$ cat config.mk
export PLATFORM = sky130hd
export DESIGN_NAME = pattern_seq_top
export DESIGN_NICKNAME = d
export VERILOG_FILES = /design/src/design/seq_cfg_pkg.sv /design/src/design/seq_step_pkg.sv /design/src/design/pattern_output.sv /design/src/design/pattern_seq_top.sv /design/src/design/step_decoder.sv /design/src/design/step_executor.sv /design/src/design/step_table.sv
export SDC_FILE = /design/constraint.sdc
export NUM_CORES = 1
export LEC_CHECK = 0
export BUFFER_PORTS_ARGS = -buffer_cell sky130_fd_sc_hd__buf_2
export CAP_MARGIN = 10
export CORE_MARGIN = 2
export CORE_UTILIZATION = 50
export DETAILED_ROUTE_END_ITERATION = 8
export PLACE_DENSITY = 0.67
export REMOVE_ABC_BUFFERS = 1
export SLEW_MARGIN = 20
export SYNTH_ARGS = -nofsm -noshare
export SYNTH_HDL_FRONTEND = slang
export SYNTH_HIERARCHICAL = 1
export SYNTH_SLANG_ARGS = --single-unit
export TNS_END_PERCENT = 1
$ cat constraint.sdc
create_clock -name in_clk -period 7.5 [get_ports in_clk]
set_clock_uncertainty 0.15 [all_clocks]
set_input_delay 0.75 -clock in_clk [delete_from_list [all_inputs] [get_ports in_clk]]
set_output_delay 0.75 -clock in_clk [all_outputs]
set_load 0.01 [all_outputs]
$ cat src/design/seq_cfg_pkg.sv
package seq_cfg_pkg;

	// --------------------------------------------------
	// sizes
	// --------------------------------------------------

	// width of the output word
	localparam int DATA_BITS = 8;
	// hold length or loop repeat count
	localparam int DURATION_BITS = 16;
	// table depth
	localparam int NUM_STEPS = 8;
	localparam int STEP_ADDR_BITS = $clog2(NUM_STEPS);
	// output steps per run
	localparam int COUNT_BITS = 16;

	// --------------------------------------------------
	// vector types
	// --------------------------------------------------

	typedef logic [DATA_BITS - 1 : 0] data_t;
	// cycles to hold, or number of jumps
	typedef logic [DURATION_BITS - 1 : 0] duration_t;
	typedef logic [STEP_ADDR_BITS - 1 : 0] step_addr_t;
	typedef logic [COUNT_BITS - 1 : 0] step_count_t;

	// last table entry, nothing follows it
	localparam step_addr_t LAST_STEP = step_addr_t'(NUM_STEPS - 1);

endpackage

$ cat src/design/seq_step_pkg.sv
package seq_step_pkg;

	// --------------------------------------------------
	// table word
	// --------------------------------------------------

	typedef enum logic [1 : 0] {
		OP_OUT  = 2'd0,
		OP_LOOP = 2'd1,
		OP_END  = 2'd2,
		OP_RSVD = 2'd3
	} step_op_t;

	// addr is the word's own index, filled in on read
	typedef struct packed {
		step_op_t               op;
		seq_cfg_pkg::data_t     data;
		seq_cfg_pkg::duration_t duration;
		seq_cfg_pkg::step_addr_t target;
		seq_cfg_pkg::step_addr_t addr;
	} step_word_t;

	// --------------------------------------------------
	// decoded command and run events
	// --------------------------------------------------

	// at most one of the flags, or illegal alone
	typedef struct packed {
		logic                    is_out;
		logic                    is_loop;
		logic                    is_end;
		seq_cfg_pkg::data_t      data;
		seq_cfg_pkg::duration_t  duration;
		seq_cfg_pkg::step_addr_t target;
		logic                    illegal;
	} step_cmd_t;

	typedef struct packed {
		logic               emit;
		seq_cfg_pkg::data_t data;
		logic               finish;
		logic               fault;
		logic               busy;
	} run_event_t;

	typedef enum logic [2 : 0] {
		ST_IDLE,
		ST_FETCH,
		ST_DECODE,
		ST_HOLD,
		ST_LOOP,
		ST_DONE
	} exec_state_t;

endpackage

$ cat src/design/pattern_output.sv
`timescale 1ns/1ps

module pattern_output (
	input logic in_clk,
	input logic in_rst,
	input seq_step_pkg::run_event_t run_event,
	output seq_cfg_pkg::data_t out_data,
	output logic out_busy,
	output logic out_step,
	output logic out_done,
	output logic out_fault,
	output seq_cfg_pkg::step_count_t out_count
);

	// busy rising marks a new run
	logic run_start;

	assign run_start = run_event.busy && !out_busy;

	// --------------------------------------------------
	// data and pulses
	// --------------------------------------------------

	always_ff @(posedge in_clk) begin
		if (in_rst == 1'b1) begin
			out_data <= '0;
			out_busy <= 1'b0;
			out_step <= 1'b0;
			out_done <= 1'b0;
			out_fault <= 1'b0;
		end else begin
			out_busy <= run_event.busy;
			out_step <= run_event.emit;
			out_done <= run_event.finish;
			out_fault <= run_event.fault;

			// data changes only with a step pulse
			if (run_event.emit)
				out_data <= run_event.data;
		end
	end

	// --------------------------------------------------
	// step counter
	// --------------------------------------------------

	always_ff @(posedge in_clk) begin
		if (in_rst == 1'b1) begin
			out_count <= '0;
		end else if (run_start) begin
			out_count <= '0;
		end else if (run_event.emit) begin
			// held after done until the next run
			out_count <= out_count + 1'b1;
		end
	end

endmodule

$ cat src/design/pattern_seq_top.sv
`timescale 1ns/1ps

module pattern_seq_top (
	input logic in_clk,
	input logic in_rst,
	input logic in_enable,
	input logic in_wr_en,
	input seq_cfg_pkg::step_addr_t in_wr_addr,
	input seq_step_pkg::step_word_t in_wr_word,
	output seq_cfg_pkg::data_t out_data,
	output logic out_busy,
	output logic out_step,
	output logic out_done,
	output logic out_fault,
	output seq_cfg_pkg::step_count_t out_count
);

	import seq_cfg_pkg::*;
	import seq_step_pkg::*;

	// fetch path
	step_addr_t rd_addr;
	step_word_t rd_word;
	step_cmd_t cmd;

	// executor to output stage
	run_event_t run_event;

	// --------------------------------------------------
	// program memory and decode
	// --------------------------------------------------

	// busy level locks the table
	step_table u_table (
		.in_clk   (in_clk),
		.in_rst   (in_rst),
		.wr_en    (in_wr_en),
		.wr_addr  (in_wr_addr),
		.wr_word  (in_wr_word),
		.wr_block (run_event.busy),
		.rd_addr  (rd_addr),
		.rd_word  (rd_word)
	);

	step_decoder u_decoder (
		.word (rd_word),
		.cmd  (cmd)
	);

	// --------------------------------------------------
	// sequencing and outputs
	// --------------------------------------------------

	step_executor u_executor (
		.in_clk    (in_clk),
		.in_rst    (in_rst),
		.enable    (in_enable),
		.cmd       (cmd),
		.rd_addr   (rd_addr),
		.run_event (run_event)
	);

	pattern_output u_output (
		.in_clk    (in_clk),
		.in_rst    (in_rst),
		.run_event (run_event),
		.out_data  (out_data),
		.out_busy  (out_busy),
		.out_step  (out_step),
		.out_done  (out_done),
		.out_fault (out_fault),
		.out_count (out_count)
	);

endmodule

$ cat src/design/step_decoder.sv
`timescale 1ns/1ps

module step_decoder (
	input seq_step_pkg::step_word_t word,
	output seq_step_pkg::step_cmd_t cmd
);

	import seq_step_pkg::*;

	// --------------------------------------------------
	// loop target check
	// --------------------------------------------------

	// loops may only jump backwards
	logic target_bad;

	assign target_bad = (word.target >= word.addr);

	// --------------------------------------------------
	// opcode decode
	// --------------------------------------------------

	always_comb begin
		// fields pass through unchanged
		cmd = '0;
		cmd.data = word.data;
		cmd.duration = word.duration;
		cmd.target = word.target;

		case (word.op)
			OP_OUT: begin
				cmd.is_out = 1'b1;
			end

			OP_LOOP: begin
				// forward or self loop ends the run
				if (target_bad) begin
					cmd.illegal = 1'b1;
				end else begin
					cmd.is_loop = 1'b1;
				end
			end

			OP_END: begin
				cmd.is_end = 1'b1;
			end

			OP_RSVD: begin
				cmd.illegal = 1'b1;
			end
		endcase
	end

endmodule

$ cat src/design/step_executor.sv
`timescale 1ns/1ps

module step_executor (
	input logic in_clk,
	input logic in_rst,
	input logic enable,
	input seq_step_pkg::step_cmd_t cmd,
	output seq_cfg_pkg::step_addr_t rd_addr,
	output seq_step_pkg::run_event_t run_event
);

	import seq_cfg_pkg::*;
	import seq_step_pkg::*;

	exec_state_t state;
	exec_state_t next_state;

	// program counter
	step_addr_t pc;
	// remaining hold cycles
	duration_t hold_timer;
	// remaining jumps of the active loop
	duration_t loop_count;
	logic loop_active;
	// run ends on an illegal step
	logic fault_flag;

	logic at_last;
	logic hold_over;
	logic loop_jump;

	// table is read at the program counter
	assign rd_addr = pc;
	assign at_last = (pc == LAST_STEP);
	assign hold_over = (hold_timer == '0);
	// first meeting loads the count, later meetings use it
	assign loop_jump = loop_active ? (loop_count != '0) : (cmd.duration != '0);

	// --------------------------------------------------
	// next state
	// --------------------------------------------------

	always_comb begin
		next_state = state;

		unique case (state)
			ST_IDLE: begin
				// enable only sampled here
				if (enable)
					next_state = ST_FETCH;
			end

			ST_FETCH: begin
				next_state = ST_DECODE;
			end

			ST_DECODE: begin
				if (cmd.illegal || cmd.is_end)
					next_state = ST_DONE;
				else if (cmd.is_loop)
					next_state = ST_LOOP;
				else
					next_state = ST_HOLD;
			end

			ST_HOLD: begin
				// running off the table end stops cleanly
				if (hold_over)
					next_state = at_last ? ST_DONE : ST_FETCH;
			end

			ST_LOOP: begin
				if (loop_jump || !at_last)
					next_state = ST_FETCH;
				else
					next_state = ST_DONE;
			end

			ST_DONE: begin
				next_state = ST_IDLE;
			end

			default: begin
				next_state = ST_IDLE;
			end
		endcase
	end

	// --------------------------------------------------
	// registers
	// --------------------------------------------------

	always_ff @(posedge in_clk) begin
		if (in_rst == 1'b1) begin
			state <= ST_IDLE;
			pc <= '0;
			hold_timer <= '0;
			loop_count <= '0;
			loop_active <= 1'b0;
			fault_flag <= 1'b0;
		end else begin
			state <= next_state;

			unique case (state)
				ST_IDLE: begin
					// fresh run from step zero
					if (enable) begin
						pc <= '0;
						loop_count <= '0;
						loop_active <= 1'b0;
						fault_flag <= 1'b0;
					end
				end

				ST_DECODE: begin
					hold_timer <= cmd.duration;
					fault_flag <= cmd.illegal;
				end

				ST_HOLD: begin
					if (!hold_over)
						hold_timer <= hold_timer - 1'b1;
					else if (!at_last)
						pc <= pc + 1'b1;
				end

				ST_LOOP: begin
					// pc unchanged since decode, so cmd still holds this loop
					if (loop_jump) begin
						pc <= cmd.target;
						loop_count <= (loop_active ? loop_count : cmd.duration) - 1'b1;
						loop_active <= 1'b1;
					end else begin
						// fall through, counter free for the next loop
						loop_count <= '0;
						loop_active <= 1'b0;
						if (!at_last)
							pc <= pc + 1'b1;
					end
				end

				default: begin
				end
			endcase
		end
	end

	// --------------------------------------------------
	// run events
	// --------------------------------------------------

	always_comb begin
		run_event = '0;
		// high from the start cycle, low in the done cycle
		run_event.busy = (state == ST_IDLE) ? enable : (state != ST_DONE);
		run_event.emit = (state == ST_DECODE) && cmd.is_out;
		run_event.data = cmd.data;
		run_event.finish = (state == ST_DONE);
		run_event.fault = (state == ST_DONE) && fault_flag;
	end

endmodule

$ cat src/design/step_table.sv
`timescale 1ns/1ps

module step_table (
	input logic in_clk,
	input logic in_rst,
	input logic wr_en,
	input seq_cfg_pkg::step_addr_t wr_addr,
	input seq_step_pkg::step_word_t wr_word,
	input logic wr_block,
	input seq_cfg_pkg::step_addr_t rd_addr,
	output seq_step_pkg::step_word_t rd_word
);

	import seq_cfg_pkg::*;
	import seq_step_pkg::*;

	// program memory
	step_word_t mem [NUM_STEPS];

	// word at the read address, tagged with its index
	step_word_t fetched;

	always_comb begin
		fetched = mem[rd_addr];
		fetched.addr = rd_addr;
	end

	always_ff @(posedge in_clk) begin
		if (in_rst == 1'b1) begin
			// empty program stops at once
			for (int i = 0; i < NUM_STEPS; i++) begin
				mem[i] <= '{op: OP_END, default: '0};
			end
		end else if (wr_en && !wr_block) begin
			// no loading during a run
			mem[wr_addr] <= wr_word;
		end
	end

	// registered read, one cycle latency
	always_ff @(posedge in_clk) begin
		rd_word <= fetched;
	end

endmodule

==> impl_metrics.json, run 1 <==
{
  "grt_pass1_vias": 9954,
  "dpl.hpwl_um": 19300,
  "cellLeakagePower_nw": 5.61,
  "hold_path_depth": 2,
  "synth.distinct_cells": 72,
  "final_util": 0.561,
  "grtUsageTotal": 0.212,
  "nets": 1253,
  "initial_core_util": 0.510,
  "rows": 64,
  "slew_headroom": 0.243,
  "totalPowerFinal_mw": 4.05,
  "cpPeakStageDelay_ps": 820,
  "cts_root_buf": "clkbuf_16",
  "wl_um": 34400,
  "ys.flop_type": "edfxtp_1",
  "timing.rr.end": "u_table/mem[6][31]$_SDFFCE_PN1P_",
  "ant_nets": 0,
  "fillers": 2510,
  "timing.final.crit_period_ps": 3680,
  "period_share": 0.491,
  "reg2reg_slack_ps": 3820,
  "fp.coreArea_mm2": 0.0307,
  "register_area_mm2": 0.00897,
  "setup_viol": 0,
  "portBuffers": 63,
  "ys_warn_count": 6,
  "worstSetupEndpointType": "flop",
  "worst_slew_pin_slew_ps": 1130,
  "synth.area.top_cells": "edfxtp_1, dfxtp_1, mux4_2",
  "holdBufCountCts": 0,
  "slew_viol_final": 0,
  "synth_edf_count": 232,
  "hold_viol_final": 0,
  "yosysSeqAreaShare": 0.574,
  "synthCells": 1211,
  "synthArstFlopShare": 0,
  "fmax_ghz": 0.272,
  "synth_top_cell_by_area": "edfxtp_1",
  "critPathMaxFanout": 46,
  "clock_sinks": 332,
  "worst_hold_slack_ps": 309,
  "post_drt_wl_per_cell_um": 21.1,
  "overflow": 0,
  "clk_latency_ps": 530,
  "syn_avg_cell_area_um2": 12.9,
  "die_area_mm2": 0.0327,
  "numCtsBuffers": 36,
  "drt-initial-drc-count": 783,
  "antenna_found_initial": 0,
  "finalSetupTns_ps": 0,
  "grt_start_max_net_pins": 65,
  "postCtsSetupBuffers": 0,
  "synth_top_area_frac": 0.446,
  "post_dp_cell_area_mm2": 0.0160,
  "die_y_um": 181,
  "ff2ff_path_depth": 6,
  "dp_cells": 1564,
  "synth-seq-cells": 332,
  "hold_path_end": "u_executor/loop_count[15]$_SDFFE_PP0P_",
  "vdd_drop_max_mv": 0.146,
  "h-tree-depth": 2,
  "cp_cell_sequence": "or3_1, a21o_1, or4b_4, buf_4, buf_4, or3_1",
  "place.gp.congestion": 0.774,
  "critPathRequiredTime_ps": 7620,
  "r2r-start": "u_executor/state[0]$_SDFFE_PP0P_",
  "layout_setup_ws_ps": 3820,
  "cp_slowest_cell": "or4b_4",
  "netlist_area_mm2": 0.0156,
  "area_growth_pct": 9.96,
  "drv_cap": 0,
  "cts_buffer_depth": 3,
  "grt_pass1_wl_um": 55200,
  "die_w_um": 181,
  "ys_top_cells_by_count": "edfxtp_1, nor3_1, dfxtp_1, nor3_2, nor2_1",
  "vias": 9800,
  "place_ws_ps": 3470,
  "drtPass1Iterations": 5,
  "startpoint": "u_executor/state[0]$_SDFFE_PP0P_",
  "yosysMostFrequentCell": "edfxtp_1",
  "fin_cells": 1630,
  "boundaryPins": 67,
  "post-route-drc-count": 0,
  "antenna_cells": 0,
  "final_cell_area_mm2": 0.0172,
  "cp.arrival_ps": 3800,
  "powerDensity_mw_per_mm2": 236,
  "status": "complete, no violations",
  "rsz0062_at_grt": "false",
  "layout-drive-gt1-share": 0.253,
  "cts_resized": 0,
  "critPathKind": "reg2reg",
  "hp-start": "u_executor/loop_count[15]$_SDFFE_PP0P_",
  "clkTransAtPathRegs_ps": 60,
  "hp-class": "reg2reg",
  "routed_via_density": 6.01,
  "cts_tree": "built",
  "multi_input_area_mm2": 0.00588,
  "cp-start-kind": "flop"
}
cell usage in the layout, fill, tap and decap left out, drive strengths merged, types with 5 or more instances in the layout:
| cell type | synthesis | layout |
|---|---|---|
| xnor2 | 17 | 17 |
| and2 | 6 | 6 |
| xor2 | 9 | 9 |
| nand3 | 13 | 13 |
| nor3 | 241 | 241 |
| clkbuf | 50 | 55 |
| a22oi | 11 | 11 |
| mux2 | 31 | 31 |
| ha | 8 | 8 |
| nand2 | 31 | 31 |
| a22o | 9 | 9 |
| o22ai | 5 | 5 |
| nand2b | 7 | 7 |
| a211oi | 8 | 8 |
| mux2i | 21 | 21 |
| and3 | 6 | 6 |
| o31ai | 6 | 6 |
| o21ai | 28 | 28 |
| a21oi | 29 | 29 |
| buf | 81 | 88 |
| inv | 16 | 18 |
| nor2 | 64 | 64 |
| nor2b | 8 | 8 |
| nor4 | 18 | 18 |
| edfxtp | 232 | 232 |
| dfxtp | 100 | 100 |
| o21bai | 9 | 9 |
| nand4 | 6 | 6 |
| a21o | 6 | 6 |
| mux4 | 58 | 58 |
| clkinv | 28 | 37 |
| or3 | 13 | 13 |
worst max-delay path by stage:
stage / to / slack (ps) / depth (start not counted)
detailed placement: u_table/mem[4][30]$_SDFFCE_PN0P_ / 3470 / 6
global route: u_table/mem[2][31]$_SDFFCE_PN1P_ / 3710 / 6
CTS: u_table/mem[6][31]$_SDFFCE_PN1P_ / 3880 / 6
floorplan: u_table/mem[1][10]$_SDFFCE_PN0P_ / 710 / 4
global placement: u_table/mem[2][30]$_SDFFCE_PN0P_ / 3480 / 6
finish: u_table/mem[6][31]$_SDFFCE_PN1P_ / 3820 / 6
flip-flops by register name (all words and copies together), names as in the netlist, 3 cells and up:
name	flops
u_executor/hold_timer	16
u_executor/loop_count	16
u_executor/rd_addr	3
u_executor/state	3
u_output/out_count	16
u_output/out_data	8
u_table/mem	232
u_table/rd_word	32
layer usage:
metal | vias to the layer above | GRT usage | wire [um]
li1 | 4539 | - | -
met1 | 4892 | 0.295 | 15300
met2 | 322 | 0.349 | 16400
met3 | 47 | 0.0327 | 2030
met4 | 0 | 0.0590 | 667
met5 | - | 0 | 0
critical path: cells and delay by family (launching register included):
kind	cells	cell delay, ps
AOI/OAI and AO/OA	1	250
DFF	1	450
and+or+nand+nor	3	1640
buffers and inverters	2	870
logic make-up (layout without fill, tap and decap cells):
kind of cell             count (synthesis)  in the layout  synth area share
adder cells (fa/ha/maj)                  8              8           0.00640
flip-flops                             332            332             0.574
multiplexers                           110            110             0.127
AND/OR/NAND/NOR                        426            426             0.161
XOR/XNOR                                26             26            0.0146
AO/OA/AOI/OAI                          134            134            0.0578
buffers and inverters                  175            198            0.0591
report_power, final:
group | internal (mW) | total, mW | switching, mW
combinational | 0.0997 | 0.298 | 0.198
sequential | 2.02 | 2.05 | 0.0331
clock | 0.982 | 1.70 | 0.718
total | 3.10 | 4.05 | 0.949
area by class of cell:
type | instances | share of cell area
Timing Repair Buffer | 88 | 0.0316
Inverter | 44 | 0.00961
Sequential cell | 332 | 0.522
Multi-Input combinational cell | 704 | 0.342
Clock inverter | 11 | 0.00473
Clock buffer | 55 | 0.0614
Tap cell | 396 | 0.0288
Power figures use the tool's default switching activity.
==> inputs of run 2 (changes only) <==
--- a/config.mk
+++ b/config.mk
@@ -10,7 +10,7 @@
 export CORE_MARGIN = 2
 export CORE_UTILIZATION = 50
 export DETAILED_ROUTE_END_ITERATION = 8
-export PLACE_DENSITY = 0.67
+export PLACE_DENSITY = 0.69
 export REMOVE_ABC_BUFFERS = 1
 export SLEW_MARGIN = 20
 export SYNTH_ARGS = -nofsm -noshare
==> constraint.sdc (replaced) <==
create_clock -name in_clk -period 3.3 [get_ports in_clk]
set_clock_uncertainty 0.15 [all_clocks]
set_input_delay 0.33 -clock in_clk [delete_from_list [all_inputs] [get_ports in_clk]]
set_output_delay 0.33 -clock in_clk [all_outputs]
set_load 0.01 [all_outputs]
==> impl_metrics.json, run 2 (synthesized netlist as in run 1, its figures left out) <==
{
  "post-route-drc-count": 0,
  "cp-start-kind": "flop",
  "critPathMostFrequentCell": "buf_4",
  "cp_cell_sequence": "or3_1, a21o_1, nand4bb_4, buf_4, buf_4, nor3_1",
  "critPathRequiredTime_ps": 3370,
  "cts_root_buf": "clkbuf_16",
  "vdd_drop_max_mv": 0.338,
  "post_drt_wl_per_cell_um": 20.4,
  "slew_headroom": 0.397,
  "rows": 64,
  "die_y_um": 181,
  "status": "complete, no violations",
  "worst_slew_pin_slew_ps": 905,
  "setup_viol": 0,
  "slew_viol_final": 0,
  "nets": 1272,
  "place.gp.congestion": 0.807,
  "fmax_ghz": 0.331,
  "vias": 9765,
  "fillers": 2504,
  "h-tree-depth": 2,
  "numCtsBuffers": 36,
  "period_share": 0.915,
  "post_dp_cell_area_mm2": 0.0163,
  "top_regs": "u_table/mem: 232 flops, u_table/rd_word: 32 flops",
  "routed_via_density": 5.93,
  "largest_reg_flops": 232,
  "layout-drive-gt1-share": 0.262,
  "place_ws_ps": 300,
  "hold_viol_final": 0,
  "drtPass1Iterations": 5,
  "boundaryPins": 67,
  "clock_sinks": 332,
  "worstSetupEndpointType": "flop",
  "postCtsSetupBuffers": 0,
  "portBuffers": 63,
  "critPathMaxFanout": 65,
  "grtUsageTotal": 0.208,
  "die_w_um": 181,
  "fp.coreArea_mm2": 0.0307,
  "timing.final.crit_period_ps": 3020,
  "antenna_found_initial": 0,
  "final_util": 0.568,
  "cp_slowest_cell": "buf_4",
  "final_cell_area_mm2": 0.0174,
  "overflow": 0,
  "layout_setup_ws_ps": 279,
  "regMostFlops": "u_table/mem",
  "final_cell_mix": "edfxtp_1, nor3_1, dfxtp_1",
  "wl_um": 33700,
  "antenna_cells": 0,
  "dpl.hpwl_um": 20800,
  "critPathKind": "reg2reg",
  "drv_cap": 0,
  "cellLeakagePower_nw": 5.71,
  "area_growth_pct": 11.3,
  "powerDensity_mw_per_mm2": 525,
  "holdBufCountCts": 1,
  "die_area_mm2": 0.0327,
  "cp.arrival_ps": 3090,
  "clk_latency_ps": 520,
  "grt_start_max_net_pins": 66,
  "cts_buffer_depth": 3,
  "hp-class": "in2reg",
  "initial_core_util": 0.510,
  "ant_nets": 0,
  "clkTransAtPathRegs_ps": 60,
  "cts_tree": "built",
  "layout_commonest_cell": "edfxtp_1",
  "totalPowerFinal_mw": 9.14,
  "finalSetupTns_ps": 0,
  "grt_pass1_wl_um": 54300,
  "cts_resized": 0,
  "rsz0062_at_grt": "false",
  "drt-initial-drc-count": 675,
  "grt_pass1_vias": 9728,
  "cpPeakStageDelay_ps": 640
}
[run 2: cell types whose count changed in the layout (fill, tap and decap cells not counted), moves of 2 or more]
cell,previous run,this run
clkinv_2,6,3
clkbuf_1,13,11
clkinv_1,31,34
inv_6,0,2
inv_16,2,0
buf_12,0,11
buf_16,2,0
buf_4,23,32
[run 2: power breakdown]
| part | leakage (nW) | internal, mW | switching (mW) |
|---|---|---|---|
| clock | 0.540 | 2.20 | 1.57 |
| combinational | 1.98 | 0.255 | 0.455 |
| sequential | 3.19 | 4.59 | 0.0714 |
[run 2: area by class of cell]
class,count,area [um^2],area share
multi-input cells,704,5880,0.338
well taps,396,495,0.0285
clock inverters,11,55.1,0.00316
inverters,44,165,0.00949
clock buffers,53,1050,0.0602
repair buffers,107,786,0.0451
flip-flops and latches,332,8970,0.516
[run 2: metrics by stage]
stage	hold WS (ps)	instances
final	26.2	1647
after global routing	40.6	1647
after CTS	6.13	1647
after detailed placement	298	1582
after global placement	297	1582
after floorplan	246	1080
[run 2: worst max-delay path: cells and delay by family (launching register included)]
family	cells	cell delay, ps
AOI/OAI and AO/OA	1	210
buffers and inverters	2	1260
DFF	1	490
and+or+nand+nor	3	570
[run 2: worst paths after layout]
| check | startpoint | to | slack, ps | depth (start not counted) |
|---|---|---|---|---|
| setup / recovery | u_executor/state[2]$_SDFFE_PP0P_ | u_table/mem[1][22]$_SDFFCE_PN0P_ | 280 | 6 |
| hold / removal | in_wr_word[31] | u_table/mem[0][31]$_SDFFCE_PN1P_ | 30 | 2 |
| setup reg to reg | u_executor/state[2]$_SDFFE_PP0P_ | u_table/mem[1][22]$_SDFFCE_PN0P_ | 280 | 6 |
| hold reg to reg | u_executor/loop_count[15]$_SDFFE_PP0P_ | u_executor/loop_count[15]$_SDFFE_PP0P_ | 310 | 2 |
[run 2: per-layer routing]
metal / part of all wire / global-route usage
met2: 0.49 / 0.349
met5: 0 / 0
met4: 0.025 / 0.0655
met3: 0.049 / 0.0298
met1: 0.44 / 0.281
==> inputs of run 3 (changes only) <==
--- a/config.mk
+++ b/config.mk
@@ -12,6 +12,7 @@
 export DETAILED_ROUTE_END_ITERATION = 8
 export PLACE_DENSITY = 0.69
 export REMOVE_ABC_BUFFERS = 1
+export SETUP_SLACK_MARGIN = 0.3
 export SLEW_MARGIN = 20
 export SYNTH_ARGS = -nofsm -noshare
 export SYNTH_HDL_FRONTEND = slang
==> impl_metrics.json, run 3 (synthesized netlist as in run 1, its figures left out) <==
{
  "hold_viol_final": 0,
  "vdd_drop_max_mv": 0.337,
  "critPathMaxFanout": 56,
  "cts_root_buf": "clkbuf_16",
  "fp.coreArea_mm2": 0.0307,
  "top_layer_used": "met4",
  "layout_commonest_cell": "edfxtp_1",
  "layout-drive-gt1-share": 0.263,
  "numCtsBuffers": 36,
  "hp-class": "in2reg",
  "slew_viol_final": 0,
  "wl_um": 34200,
  "clock_sinks": 332,
  "post_drt_wl_per_cell_um": 20.8,
  "routed-wl-met3_um": 1850,
  "rsz0062_at_grt": "true",
  "slew_headroom": 0.394,
  "critPathKind": "reg2reg",
  "cp_top_family": "simple AND/OR/NAND/NOR gates",
  "worstSetupEndpointType": "flop",
  "seq_power_share": 0.510,
  "regMostFlops": "u_table/mem",
  "largest_reg_flops": 232,
  "grt_pass1_vias": 9728,
  "p_clk_frac": 0.412,
  "vias": 9770,
  "final_cell_area_mm2": 0.0174,
  "post-route-drc-count": 0,
  "postCtsSetupBuffers": 0,
  "cp_slowest_cell": "or4b_4",
  "grt_pass1_wl_um": 54300,
  "drt-initial-drc-count": 707,
  "die_w_um": 181,
  "dpl.hpwl_um": 20800,
  "ant_nets": 0,
  "h-tree-depth": 2,
  "period_share": 0.896,
  "post_dp_cell_area_mm2": 0.0163,
  "wl_met2_um": 16600,
  "powerDensity_mw_per_mm2": 525,
  "drtPass1Iterations": 5,
  "initial_core_util": 0.510,
  "power.internal_mw": 7.05,
  "timing.final.crit_period_ps": 2960,
  "antenna_found_initial": 0,
  "area_growth_pct": 11.4,
  "cp_cell_sequence": "or3_1, a21o_1, or4b_4, buf_4, buf_12, nor3_1",
  "setup_viol": 0,
  "cts_buffer_depth": 3,
  "clk_latency_ps": 520,
  "clkTransAtPathRegs_ps": 60,
  "critPathRequiredTime_ps": 3480,
  "status": "complete, no violations",
  "grt_start_max_net_pins": 66,
  "worst_hold_slack_ps": 27.0,
  "wl_met1_um": 14900,
  "antenna_cells": 0,
  "drv_cap": 0,
  "cellLeakagePower_nw": 5.72,
  "grtUsageTotal": 0.208,
  "fmax_ghz": 0.338,
  "combPwrFrac": 0.078,
  "path_buf_inv": 2,
  "top_regs": "u_table/mem: 232 flops, u_table/rd_word: 32 flops",
  "place.gp.congestion": 0.807,
  "boundaryPins": 67,
  "nets": 1273,
  "rows": 64,
  "overflow": 0,
  "cp.arrival_ps": 3140,
  "net-switching-power_mw": 2.10,
  "p_sw_frac": 0.230,
  "cp-start-kind": "flop",
  "worst_slew_pin_slew_ps": 909,
  "cts_tree": "built",
  "die_y_um": 181,
  "final_cell_mix": "edfxtp_1, nor3_1, dfxtp_1",
  "die_area_mm2": 0.0327,
  "portBuffers": 63,
  "routed_via_density": 5.93,
  "cpPeakStageDelay_ps": 750
}
[run 3: layout make-up]
type / instances / area [um^2]
Clock buffer: 53 / 1050
Clock inverter: 11 / 55.1
Fill cell: 2500 / 13200
Inverter: 44 / 165
Multi-Input combinational cell: 705 / 5890
Sequential cell: 332 / 8970
Tap cell: 396 / 495
Timing Repair Buffer: 107 / 793
[run 3: power groups by stage]
stage	clock [mW]	sequential [mW]	combinational, mW
final	3.77	4.66	0.716
after global routing	4.02	4.68	0.777
after CTS	3.85	4.66	0.706
after detailed placement	0	4.75	0.702
after global placement	0	4.74	0.691
after floorplan	0	4.74	0.427
[run 3: timing repair]
action / in CTS / in global routing
cloned: 0 / 1
pin swaps: 0 / 1
resized for setup: 1 / 1
hold buffers: 1 / 0
endpoints found under the hold margin: 1 / 0
endpoints found under the setup margin: 6 / 81
[run 3: worst paths after layout]
path,cells after the start,start,slack [ps],end
worst max-delay path,6,u_executor/state[2]$_SDFFE_PP0P_,340,u_table/mem[0][6]$_SDFFCE_PN0P_
worst min-delay path,2,in_wr_word[31],30,u_table/mem[4][31]$_SDFFCE_PN1P_
worst max register to register,6,u_executor/state[2]$_SDFFE_PP0P_,340,u_table/mem[0][6]$_SDFFCE_PN0P_
worst min register to register,2,u_executor/loop_count[15]$_SDFFE_PP0P_,310,u_executor/loop_count[15]$_SDFFE_PP0P_
[run 3: through the flow]
step,utilization,power (mW),setup slack [ps],setup TNS (ps),std cells
finish,0.568,9.15,343,0,1648
global route,0.568,9.47,225,0,1648
CTS,0.567,9.22,331,0,1647
detailed placement,0.531,5.45,300,0,1582
global placement,0.531,5.43,347,0,1582
floorplan,-,5.17,-3180,-948840,1080
[run 3: routing by layer]
layer / GRT usage / up-vias
met1: 0.281 / 4841
met2: 0.349 / 279
met3: 0.0298 / 66
li1: - / 4584
met4: 0.0655 / 0
met5: 0 / -
